[src/riscv_isa_pkg.sv]
`default_nettype none

package riscv_isa_pkg;

    localparam int instr_w  = 32;
    localparam int opcode_w = 7;
    localparam int funct3_w = 3;
    localparam int funct7_w = 7;

    // major opcodes, bits [6:0] of the instruction
    typedef enum logic [opcode_w-1:0] {
        opc_op        = 7'b0110011,
        opc_op_32     = 7'b0111011,
        opc_op_imm    = 7'b0010011,
        opc_op_imm_32 = 7'b0011011,
        opc_load      = 7'b0000011,
        opc_store     = 7'b0100011,
        opc_branch    = 7'b1100011,
        opc_jal       = 7'b1101111,
        opc_jalr      = 7'b1100111,
        opc_lui       = 7'b0110111,
        opc_auipc     = 7'b0010111,
        opc_system    = 7'b1110011
    } opcode_e;

    // alu minor opcodes, shared by register and immediate forms
    localparam logic [funct3_w-1:0] f3_add_sub = 3'b000;
    localparam logic [funct3_w-1:0] f3_sll     = 3'b001;
    localparam logic [funct3_w-1:0] f3_slt     = 3'b010;
    localparam logic [funct3_w-1:0] f3_sltu    = 3'b011;
    localparam logic [funct3_w-1:0] f3_xor     = 3'b100;
    localparam logic [funct3_w-1:0] f3_srl_sra = 3'b101;
    localparam logic [funct3_w-1:0] f3_or      = 3'b110;
    localparam logic [funct3_w-1:0] f3_and     = 3'b111;

    // loads whose width field alone does not decide legality
    localparam logic [funct3_w-1:0] f3_lwu        = 3'b110;
    localparam logic [funct3_w-1:0] f3_load_rsvd  = 3'b111;

    localparam logic [funct3_w-1:0] f3_beq  = 3'b000;
    localparam logic [funct3_w-1:0] f3_bne  = 3'b001;
    localparam logic [funct3_w-1:0] f3_blt  = 3'b100;
    localparam logic [funct3_w-1:0] f3_bge  = 3'b101;
    localparam logic [funct3_w-1:0] f3_bltu = 3'b110;
    localparam logic [funct3_w-1:0] f3_bgeu = 3'b111;

    // ecall, ebreak and mret share f3_priv
    localparam logic [funct3_w-1:0] f3_priv   = 3'b000;
    localparam logic [funct3_w-1:0] f3_csrrw  = 3'b001;
    localparam logic [funct3_w-1:0] f3_csrrs  = 3'b010;
    localparam logic [funct3_w-1:0] f3_csrrc  = 3'b011;
    localparam logic [funct3_w-1:0] f3_csrrwi = 3'b101;
    localparam logic [funct3_w-1:0] f3_csrrsi = 3'b110;
    localparam logic [funct3_w-1:0] f3_csrrci = 3'b111;

    localparam logic [funct7_w-1:0] funct7_base = 7'b0000000;
    localparam logic [funct7_w-1:0] funct7_alt  = 7'b0100000;
    localparam logic [funct7_w-1:0] funct7_mret = 7'b0011000;

    typedef enum logic [3:0] {
        cls_op,
        cls_op32,
        cls_op_imm,
        cls_op_imm32,
        cls_load,
        cls_store,
        cls_branch,
        cls_jal,
        cls_jalr,
        cls_lui,
        cls_auipc,
        cls_system,
        cls_illegal
    } instr_class_e;

endpackage

`default_nettype wire

[src/decode_ctrl_pkg.sv]
`default_nettype none

package decode_ctrl_pkg;

    typedef enum logic [3:0] {
        alu_add,
        alu_sub,
        alu_sll,
        alu_slt,
        alu_sltu,
        alu_xor,
        alu_srl,
        alu_sra,
        alu_or,
        alu_and,
        alu_jalr,
        alu_copy_b
    } alu_op_e;

    typedef enum logic [1:0] {
        a_rs1 = 2'd0,
        a_pc  = 2'd1,
        a_csr = 2'd2
    } a_src_e;

    typedef enum logic [1:0] {
        b_rs2  = 2'd0,
        b_imm  = 2'd1,
        b_rs1  = 2'd2,
        b_zimm = 2'd3
    } b_src_e;

    typedef enum logic [1:0] {
        wb_alu      = 2'd0,
        wb_mem      = 2'd1,
        wb_pc_plus4 = 2'd2,
        wb_csr      = 2'd3
    } wb_src_e;

    // branch senses test the alu result against zero
    typedef enum logic [2:0] {
        pc_plus4         = 3'd0,
        pc_br_on_zero    = 3'd1,
        pc_br_on_nonzero = 3'd2,
        pc_jal_target    = 3'd3,
        pc_jalr_result   = 3'd4,
        pc_csr_epc       = 3'd5
    } pc_src_e;

    typedef enum logic [1:0] {
        w_byte  = 2'd0,
        w_half  = 2'd1,
        w_word  = 2'd2,
        w_dword = 2'd3
    } width_e;

    typedef enum logic [1:0] {
        csr_alu_res = 2'd0,
        csr_rs1     = 2'd1,
        csr_zimm    = 2'd2,
        csr_zero    = 2'd3
    } csr_src_e;

    typedef enum logic [1:0] {
        trap_none  = 2'b00,
        trap_ecall = 2'b01,
        trap_mret  = 2'b11
    } trap_e;

    typedef struct packed {
        logic     mem_read;
        logic     mem_write;
        logic     reg_write;
        wb_src_e  wb_src;
        a_src_e   alu_a_src;
        b_src_e   alu_b_src;
        logic     alu_b_neg;
        alu_op_e  alu_op;
        width_e   data_width;
        pc_src_e  pc_src;
        logic     csr_we;
        csr_src_e csr_src;
        trap_e    trap;
        logic     illegal;
    } ctrl_t;

endpackage

`default_nettype wire

[src/opcode_decoder.sv]
`timescale 1ns/1ps
`default_nettype none

module opcode_decoder #(
    parameter int XLEN = 64
) (
    input  wire logic [riscv_isa_pkg::opcode_w-1:0] opcode,
    output riscv_isa_pkg::instr_class_e             cls,
    output decode_ctrl_pkg::ctrl_t                  base
);

    import riscv_isa_pkg::*;
    import decode_ctrl_pkg::*;

    always_comb begin
        case (opcode_e'(opcode))
            opc_op:        cls = cls_op;
            opc_op_imm:    cls = cls_op_imm;
            opc_load:      cls = cls_load;
            opc_store:     cls = cls_store;
            opc_branch:    cls = cls_branch;
            opc_jal:       cls = cls_jal;
            opc_jalr:      cls = cls_jalr;
            opc_lui:       cls = cls_lui;
            opc_auipc:     cls = cls_auipc;
            opc_system:    cls = cls_system;
            // word forms only exist on rv64
            opc_op_32:     cls = (XLEN == 64) ? cls_op32 : cls_illegal;
            opc_op_imm_32: cls = (XLEN == 64) ? cls_op_imm32 : cls_illegal;
            default:       cls = cls_illegal;
        endcase
    end

    // class-wide fields, funct-dependent ones are filled in by the other decoders
    always_comb begin
        base = '0;

        base.mem_read  = (cls == cls_load);
        base.mem_write = (cls == cls_store);
        base.reg_write = cls inside {cls_op, cls_op32, cls_op_imm, cls_op_imm32, cls_load,
                                     cls_jal, cls_jalr, cls_lui, cls_auipc};

        if (cls inside {cls_op_imm, cls_op_imm32, cls_load, cls_store, cls_jalr,
                        cls_lui, cls_auipc}) begin
            base.alu_b_src = b_imm;
        end

        case (cls)
            cls_load: begin
                base.wb_src = wb_mem;
                base.alu_op = alu_add;
            end
            cls_store: begin
                base.alu_op = alu_add;
            end
            cls_jal: begin
                base.wb_src = wb_pc_plus4;
                base.pc_src = pc_jal_target;
                base.alu_op = alu_add;
            end
            cls_jalr: begin
                base.wb_src = wb_pc_plus4;
                base.pc_src = pc_jalr_result;
                base.alu_op = alu_jalr;
            end
            cls_lui: begin
                base.alu_op = alu_copy_b;
            end
            cls_auipc: begin
                base.alu_a_src = a_pc;
                base.alu_op    = alu_add;
            end
            default: begin
            end
        endcase
    end

endmodule

`default_nettype wire

[src/alu_op_decoder.sv]
`timescale 1ns/1ps
`default_nettype none

module alu_op_decoder (
    input  wire riscv_isa_pkg::instr_class_e        cls,
    input  wire logic [riscv_isa_pkg::funct3_w-1:0] funct3,
    input  wire logic [riscv_isa_pkg::funct7_w-1:0] funct7,
    output decode_ctrl_pkg::alu_op_e                alu_op,
    output decode_ctrl_pkg::pc_src_e                br_sense,
    output logic                                    bad_funct
);

    import riscv_isa_pkg::*;
    import decode_ctrl_pkg::*;

    logic is_alu;
    logic is_imm;
    logic is_word;
    logic f7_base;
    logic f7_alt;

    assign is_alu  = cls inside {cls_op, cls_op32, cls_op_imm, cls_op_imm32};
    assign is_imm  = cls inside {cls_op_imm, cls_op_imm32};
    assign is_word = cls inside {cls_op32, cls_op_imm32};

    // funct7[0] is shamt[5] on immediate shifts
    assign f7_base = is_imm ? (funct7[6:1] == funct7_base[6:1]) : (funct7 == funct7_base);
    assign f7_alt  = is_imm ? (funct7[6:1] == funct7_alt[6:1]) : (funct7 == funct7_alt);

    always_comb begin
        alu_op    = alu_add;
        br_sense  = pc_plus4;
        bad_funct = 1'b0;

        if (is_alu) begin
            case (funct3)
                f3_add_sub: begin
                    if (is_imm) begin
                        alu_op = alu_add;
                    end else if (f7_alt) begin
                        alu_op = alu_sub;
                    end else begin
                        alu_op    = alu_add;
                        bad_funct = !f7_base;
                    end
                end
                f3_sll: begin
                    alu_op    = alu_sll;
                    bad_funct = !(f7_base || f7_alt);
                end
                f3_srl_sra: begin
                    alu_op    = f7_alt ? alu_sra : alu_srl;
                    bad_funct = !(f7_base || f7_alt);
                end
                f3_slt:  alu_op = alu_slt;
                f3_sltu: alu_op = alu_sltu;
                f3_xor:  alu_op = alu_xor;
                f3_or:   alu_op = alu_or;
                default: alu_op = alu_and;
            endcase

            // word forms have no compare or logic operations
            if (is_word && !(funct3 inside {f3_add_sub, f3_sll, f3_srl_sra})) begin
                bad_funct = 1'b1;
            end
        end else if (cls == cls_branch) begin
            case (funct3)
                f3_beq:  {alu_op, br_sense} = {alu_sub, pc_br_on_zero};
                f3_bne:  {alu_op, br_sense} = {alu_sub, pc_br_on_nonzero};
                f3_blt:  {alu_op, br_sense} = {alu_slt, pc_br_on_nonzero};
                f3_bge:  {alu_op, br_sense} = {alu_slt, pc_br_on_zero};
                f3_bltu: {alu_op, br_sense} = {alu_sltu, pc_br_on_nonzero};
                f3_bgeu: {alu_op, br_sense} = {alu_sltu, pc_br_on_zero};
                default: bad_funct = 1'b1;
            endcase
        end
    end

endmodule

`default_nettype wire

[src/access_width_decoder.sv]
`timescale 1ns/1ps
`default_nettype none

module access_width_decoder #(
    parameter int XLEN = 64
) (
    input  wire riscv_isa_pkg::instr_class_e        cls,
    input  wire logic [riscv_isa_pkg::funct3_w-1:0] funct3,
    output decode_ctrl_pkg::width_e                 data_width,
    output logic                                    bad_width
);

    import riscv_isa_pkg::*;
    import decode_ctrl_pkg::*;

    localparam bit dword_ok = (XLEN == 64);

    always_comb begin
        data_width = dword_ok ? w_dword : w_word;
        bad_width  = 1'b0;

        case (cls)
            cls_load: begin
                // unsigned loads share the width of their signed forms
                data_width = width_e'(funct3[1:0]);
                bad_width  = (funct3 == f3_load_rsvd) ||
                             (!dword_ok && (funct3[1:0] == 2'b11 || funct3 == f3_lwu));
            end
            cls_store: begin
                data_width = width_e'(funct3[1:0]);
                bad_width  = funct3[2] || (!dword_ok && funct3[1:0] == 2'b11);
            end
            cls_op32, cls_op_imm32: data_width = w_word;
            default: begin
            end
        endcase
    end

endmodule

`default_nettype wire

[src/system_decoder.sv]
`timescale 1ns/1ps
`default_nettype none

module system_decoder (
    input  wire riscv_isa_pkg::instr_class_e        cls,
    input  wire logic [riscv_isa_pkg::funct3_w-1:0] funct3,
    input  wire logic [riscv_isa_pkg::funct7_w-1:0] funct7,
    output decode_ctrl_pkg::ctrl_t                  sys,
    output logic                                    bad_sys
);

    import riscv_isa_pkg::*;
    import decode_ctrl_pkg::*;

    always_comb begin
        sys     = '0;
        bad_sys = 1'b0;

        if (cls == cls_system) begin
            if (funct3 == f3_priv) begin
                // traps redirect the pc but leave the register file alone
                if (funct7 == funct7_mret) begin
                    sys.trap   = trap_mret;
                    sys.pc_src = pc_csr_epc;
                end else begin
                    sys.trap = trap_ecall;
                end
            end else begin
                sys.csr_we    = 1'b1;
                sys.reg_write = 1'b1;
                sys.wb_src    = wb_csr;
                // immediate forms take the zero-extended rs1 field as operand b
                sys.alu_b_src = funct3[2] ? b_zimm : b_rs1;

                case (funct3)
                    f3_csrrw, f3_csrrwi: begin
                        sys.alu_op    = alu_add;
                        sys.alu_a_src = a_rs1;
                        sys.csr_src   = csr_zimm;
                    end
                    f3_csrrs, f3_csrrsi: begin
                        sys.alu_op    = alu_or;
                        sys.alu_a_src = a_csr;
                        sys.csr_src   = csr_alu_res;
                    end
                    f3_csrrc, f3_csrrci: begin
                        sys.alu_op    = alu_and;
                        sys.alu_a_src = a_csr;
                        sys.alu_b_neg = 1'b1;
                        sys.csr_src   = csr_alu_res;
                    end
                    default: begin
                        bad_sys = 1'b1;
                    end
                endcase
            end
        end
    end

endmodule

`default_nettype wire

[src/decode_stage.sv]
`timescale 1ns/1ps
`default_nettype none

module decode_stage #(
    parameter int XLEN = 64
) (
    input  wire logic                                clk,
    input  wire logic                                rst,
    input  wire logic                                instr_valid,
    input  wire logic [riscv_isa_pkg::instr_w-1:0]   instr,
    output logic                                     ctrl_valid,
    output decode_ctrl_pkg::ctrl_t                   ctrl
);

    import riscv_isa_pkg::*;
    import decode_ctrl_pkg::*;

    instr_class_e cls;
    ctrl_t        base;
    ctrl_t        sys;
    ctrl_t        ctrl_next;
    alu_op_e      alu_op;
    pc_src_e      br_sense;
    width_e       data_width;
    logic         bad_funct;
    logic         bad_width;
    logic         bad_sys;

    logic [opcode_w-1:0] opcode;
    logic [funct3_w-1:0] funct3;
    logic [funct7_w-1:0] funct7;

    assign opcode = instr[6:0];
    assign funct3 = instr[14:12];
    assign funct7 = instr[31:25];

    opcode_decoder #(
        .XLEN (XLEN)
    ) i_opcode_decoder (
        .opcode (opcode),
        .cls    (cls),
        .base   (base)
    );

    alu_op_decoder i_alu_op_decoder (
        .cls       (cls),
        .funct3    (funct3),
        .funct7    (funct7),
        .alu_op    (alu_op),
        .br_sense  (br_sense),
        .bad_funct (bad_funct)
    );

    access_width_decoder #(
        .XLEN (XLEN)
    ) i_access_width_decoder (
        .cls        (cls),
        .funct3     (funct3),
        .data_width (data_width),
        .bad_width  (bad_width)
    );

    system_decoder i_system_decoder (
        .cls     (cls),
        .funct3  (funct3),
        .funct7  (funct7),
        .sys     (sys),
        .bad_sys (bad_sys)
    );

    always_comb begin
        ctrl_next = base;

        case (cls)
            cls_op, cls_op32, cls_op_imm, cls_op_imm32: begin
                ctrl_next.alu_op = alu_op;
            end
            cls_branch: begin
                ctrl_next.alu_op = alu_op;
                ctrl_next.pc_src = br_sense;
            end
            cls_system: begin
                ctrl_next = sys;
            end
            default: begin
            end
        endcase

        ctrl_next.data_width = data_width;

        // an illegal encoding must not enable anything downstream
        if (cls == cls_illegal || bad_funct || bad_width || bad_sys) begin
            ctrl_next         = '0;
            ctrl_next.illegal = 1'b1;
        end
    end

    always_ff @(posedge clk) begin
        if (rst) begin
            ctrl_valid <= 1'b0;
            ctrl       <= '0;
        end else begin
            ctrl_valid <= instr_valid;
            ctrl       <= ctrl_next;
        end
    end

endmodule

`default_nettype wire

[config.mk]
export PLATFORM = sky130hd
export DESIGN_NAME = decode_stage
export DESIGN_NICKNAME = d
export VERILOG_FILES = /design/src/riscv_isa_pkg.sv /design/src/decode_ctrl_pkg.sv /design/src/opcode_decoder.sv /design/src/alu_op_decoder.sv /design/src/access_width_decoder.sv /design/src/system_decoder.sv /design/src/decode_stage.sv
export SDC_FILE = /design/constraint.sdc
export NUM_CORES = 1
export LEC_CHECK = 0
export CAP_MARGIN = 25
export CORE_UTILIZATION = 40
export DETAILED_ROUTE_END_ITERATION = 10
export DONT_BUFFER_PORTS = 1
export HOLD_SLACK_MARGIN = 0.06
export PLACE_DENSITY_LB_ADDON = 0.25
export RECOVER_POWER = 50
export SETUP_SLACK_MARGIN = 0.4
export SKIP_LAST_GASP = 1
export SLEW_MARGIN = 20
export SYNTH_ARGS = -nofsm -noshare
export SYNTH_HDL_FRONTEND = slang
export SYNTH_SLANG_ARGS = --single-unit
[constraint.sdc]
create_clock -name clk -period 2.3 [get_ports clk]
set_input_delay 0.345 -clock clk [delete_from_list [all_inputs] [get_ports clk]]
set_output_delay 0.345 -clock clk [all_outputs]
set_load 0.005 [all_outputs]
==> impl_metrics.ini <==
[synthesis]
synthesis.nets = 195
post-synth-top-count-cell = dfxtp_1
synth_flop_cell = dfxtp_1
post-synth-top-area-fraction_pct = 36.5
syn_inst = 160
synth.distinct_cells = 51
synth_common_cells = 24 x dfxtp_1, 18 x nor2_1, 15 x nand2_1, 13 x a21oi_1, 7 x buf_2
synthArstFlopShare_pct = 0
ys_seq_elements = 24
ys_warn_count = 0
synthTopCellsByArea = dfxtp_1 36%, nor2_1 5.1%, a21oi_1 4.9%
seq_area_frac_synth_pct = 36.5
syn_area_sq_mm = 0.00132
synth_top_area_cell = dfxtp_1
synth_edf_count = 0
synth_area_per_cell_sq_um = 8.23

[drt]
wirelength_um = 2910
via_per_inst = 5.77
routedWlPerCell_um = 14.8
met1_length_um = 1250
drtIter0Drc = 55
drc = 0
dr_wl_met3_um = 252
met2_length_um = 1340
dr.pass1.iters = 4
postRouteAntennaNets = 0
vias = 1136
top_layer = met4

[clock_network]
clk_pin_slew_ns = 0.12
cts_root_buffer = clkbuf_4
cts.sinks = 24
cts_tree = yes
htreeDepth = 1
cts_max_path_buffers = 2
cts_buffers = 3

[worst_hold_path]
min_path_cells = 1
min_path_type = in2reg

[placed_design]
io_buffers = 0
gp_congestion = 0.882
hpwl_um = 2210

[setup_path]
cp-end-kind = flip-flop
cp.arrival_ns = 1.96
cp_max_fo = 20
cp.required_ns = 2.55
setup.worst_path.class = in2reg
cp-start-kind = primary input

[final_layout]
n_antenna_cell = 0
multi_input_area_sq_um = 748
n_fill_cell = 317
area.sequential_sq_um = 480
final_util_pct = 43.9
syn2layout_area_growth_pct = 2.47
drive_gt1_share_pct = 14.4
nets = 189

[sta]
finalMaxSlewViolations = 0
min_period_ns = 1.71
hold_viol = 0
worst_pin_slew_ns = 0.520
max_freq_ghz = 0.586
period_share_pct = 74.2
setup_viol = 0
setup_tns_ns = 0
max_slew_margin_pct = 65.0
rsz0062_at_grt = no

[floorplan]
pin_count = 61
die_area_sq_mm = 0.00353
initial_utilization_pct = 42.8
coreArea_sq_mm = 0.00308
die_w_um = 59.4
num_rows = 20
fp.dieH_um = 59.4

[global_route]
grt_overflow_total = 0
antenna_found_initial = 0
grt_pass1_wl_um = 4760
grt_max_degree = 21
grtUsageTotal_pct = 18.0
grt_pass1_vias = 976

[power_and_ir_drop]
p_per_area_mw_per_mm2 = 523
ir_drop_mv = 0.171
leakagePower_nw = 0.446

[run_status]
status = finished clean

[job]
maxCapViolCount = 0
layer usage:
| layer | up-vias | GRT usage (%) |
|---|---|---|
| li1 | 562 | - |
| met1 | 507 | 25.7 |
| met5 | - | 0 |
| met4 | 0 | 9.18 |
| met3 | 5 | 3.06 |
| met2 | 62 | 25.8 |
power by group:
part,internal (mW),switching [mW]
clock,0.0968,0.118
combinational,0.0320,0.0376
sequential,0.419,0.00168
logic make-up (layout without fill, tap and decap cells):
family | Yosys count | after routing | synth area share (%)
flops | 24 | 24 | 36.5
simple gates | 79 | 79 | 34.9
buf+inv | 17 | 10 | 7.50
other cells | 1 | 1 | 0.285
compound gates | 38 | 38 | 20.0
mux | 1 | 1 | 0.855
cells in the final DEF, fill, tap and decap left out, types with 3 or more instances in the layout:
master / Yosys / layout
a21oi_1: 13 / 13
a31oi_1: 3 / 3
clkbuf_4: 0 / 3
dfxtp_1: 24 / 24
inv_1: 4 / 3
nand2_1: 15 / 15
nand2b_1: 6 / 6
nor2_1: 18 / 18
nor2b_1: 5 / 5
nor3_1: 6 / 5
nor3_2: 2 / 3
nor4_1: 5 / 5
o21ai_0: 5 / 4
per-stage QoR:
step                power [mW]  cells  instance area, sq um  hold WS [ns]  setup slack (ns)
floorplan                0.515    160                  1340         0.414             0.383
CTS                      0.707    197                  1350        0.0769             0.460
global placement         0.498    193                  1310         0.418             0.172
detailed placement       0.499    193                  1310         0.416             0.130
finish                   0.706    197                  1350        0.0829             0.593
global route             0.736    197                  1350        0.0624             0.510
area by class of cell:
cell class | instances | area share (%)
Tap cell | 44 | 4.08
Multi-Input combinational cell | 119 | 55.4
Clock buffer | 4 | 2.69
Sequential cell | 24 | 35.6
Timing Repair Buffer | 2 | 1.11
Inverter | 4 | 1.11
critical path: stages:
cell and delay (ns):
nor3_2 0.24, nand3b_1 0.11, a32o_1 0.31, or4b_4 0.56
buf_4 0.22, a31oi_1 0.16
flip-flops by register name, indices dropped and copies added, names as in the netlist:
| register | cells |
|---|---|
| ctrl_valid | 1 |
| ctrl | 23 |
path summary, 6_finish.rpt:
check | start | end | slack (ns)
max | instr[26] | ctrl[10] | 0.59
min | rst | ctrl[0] | 0.08
repair_timing:
item	in CTS	in global routing
resized for setup	0	1
setup endpoints to repair	0	6
endpoints found under the hold margin	0	0
setup buffers	0	0
hold buffers	0	0
No activity file was read; power rests on OpenSTA's default activity.
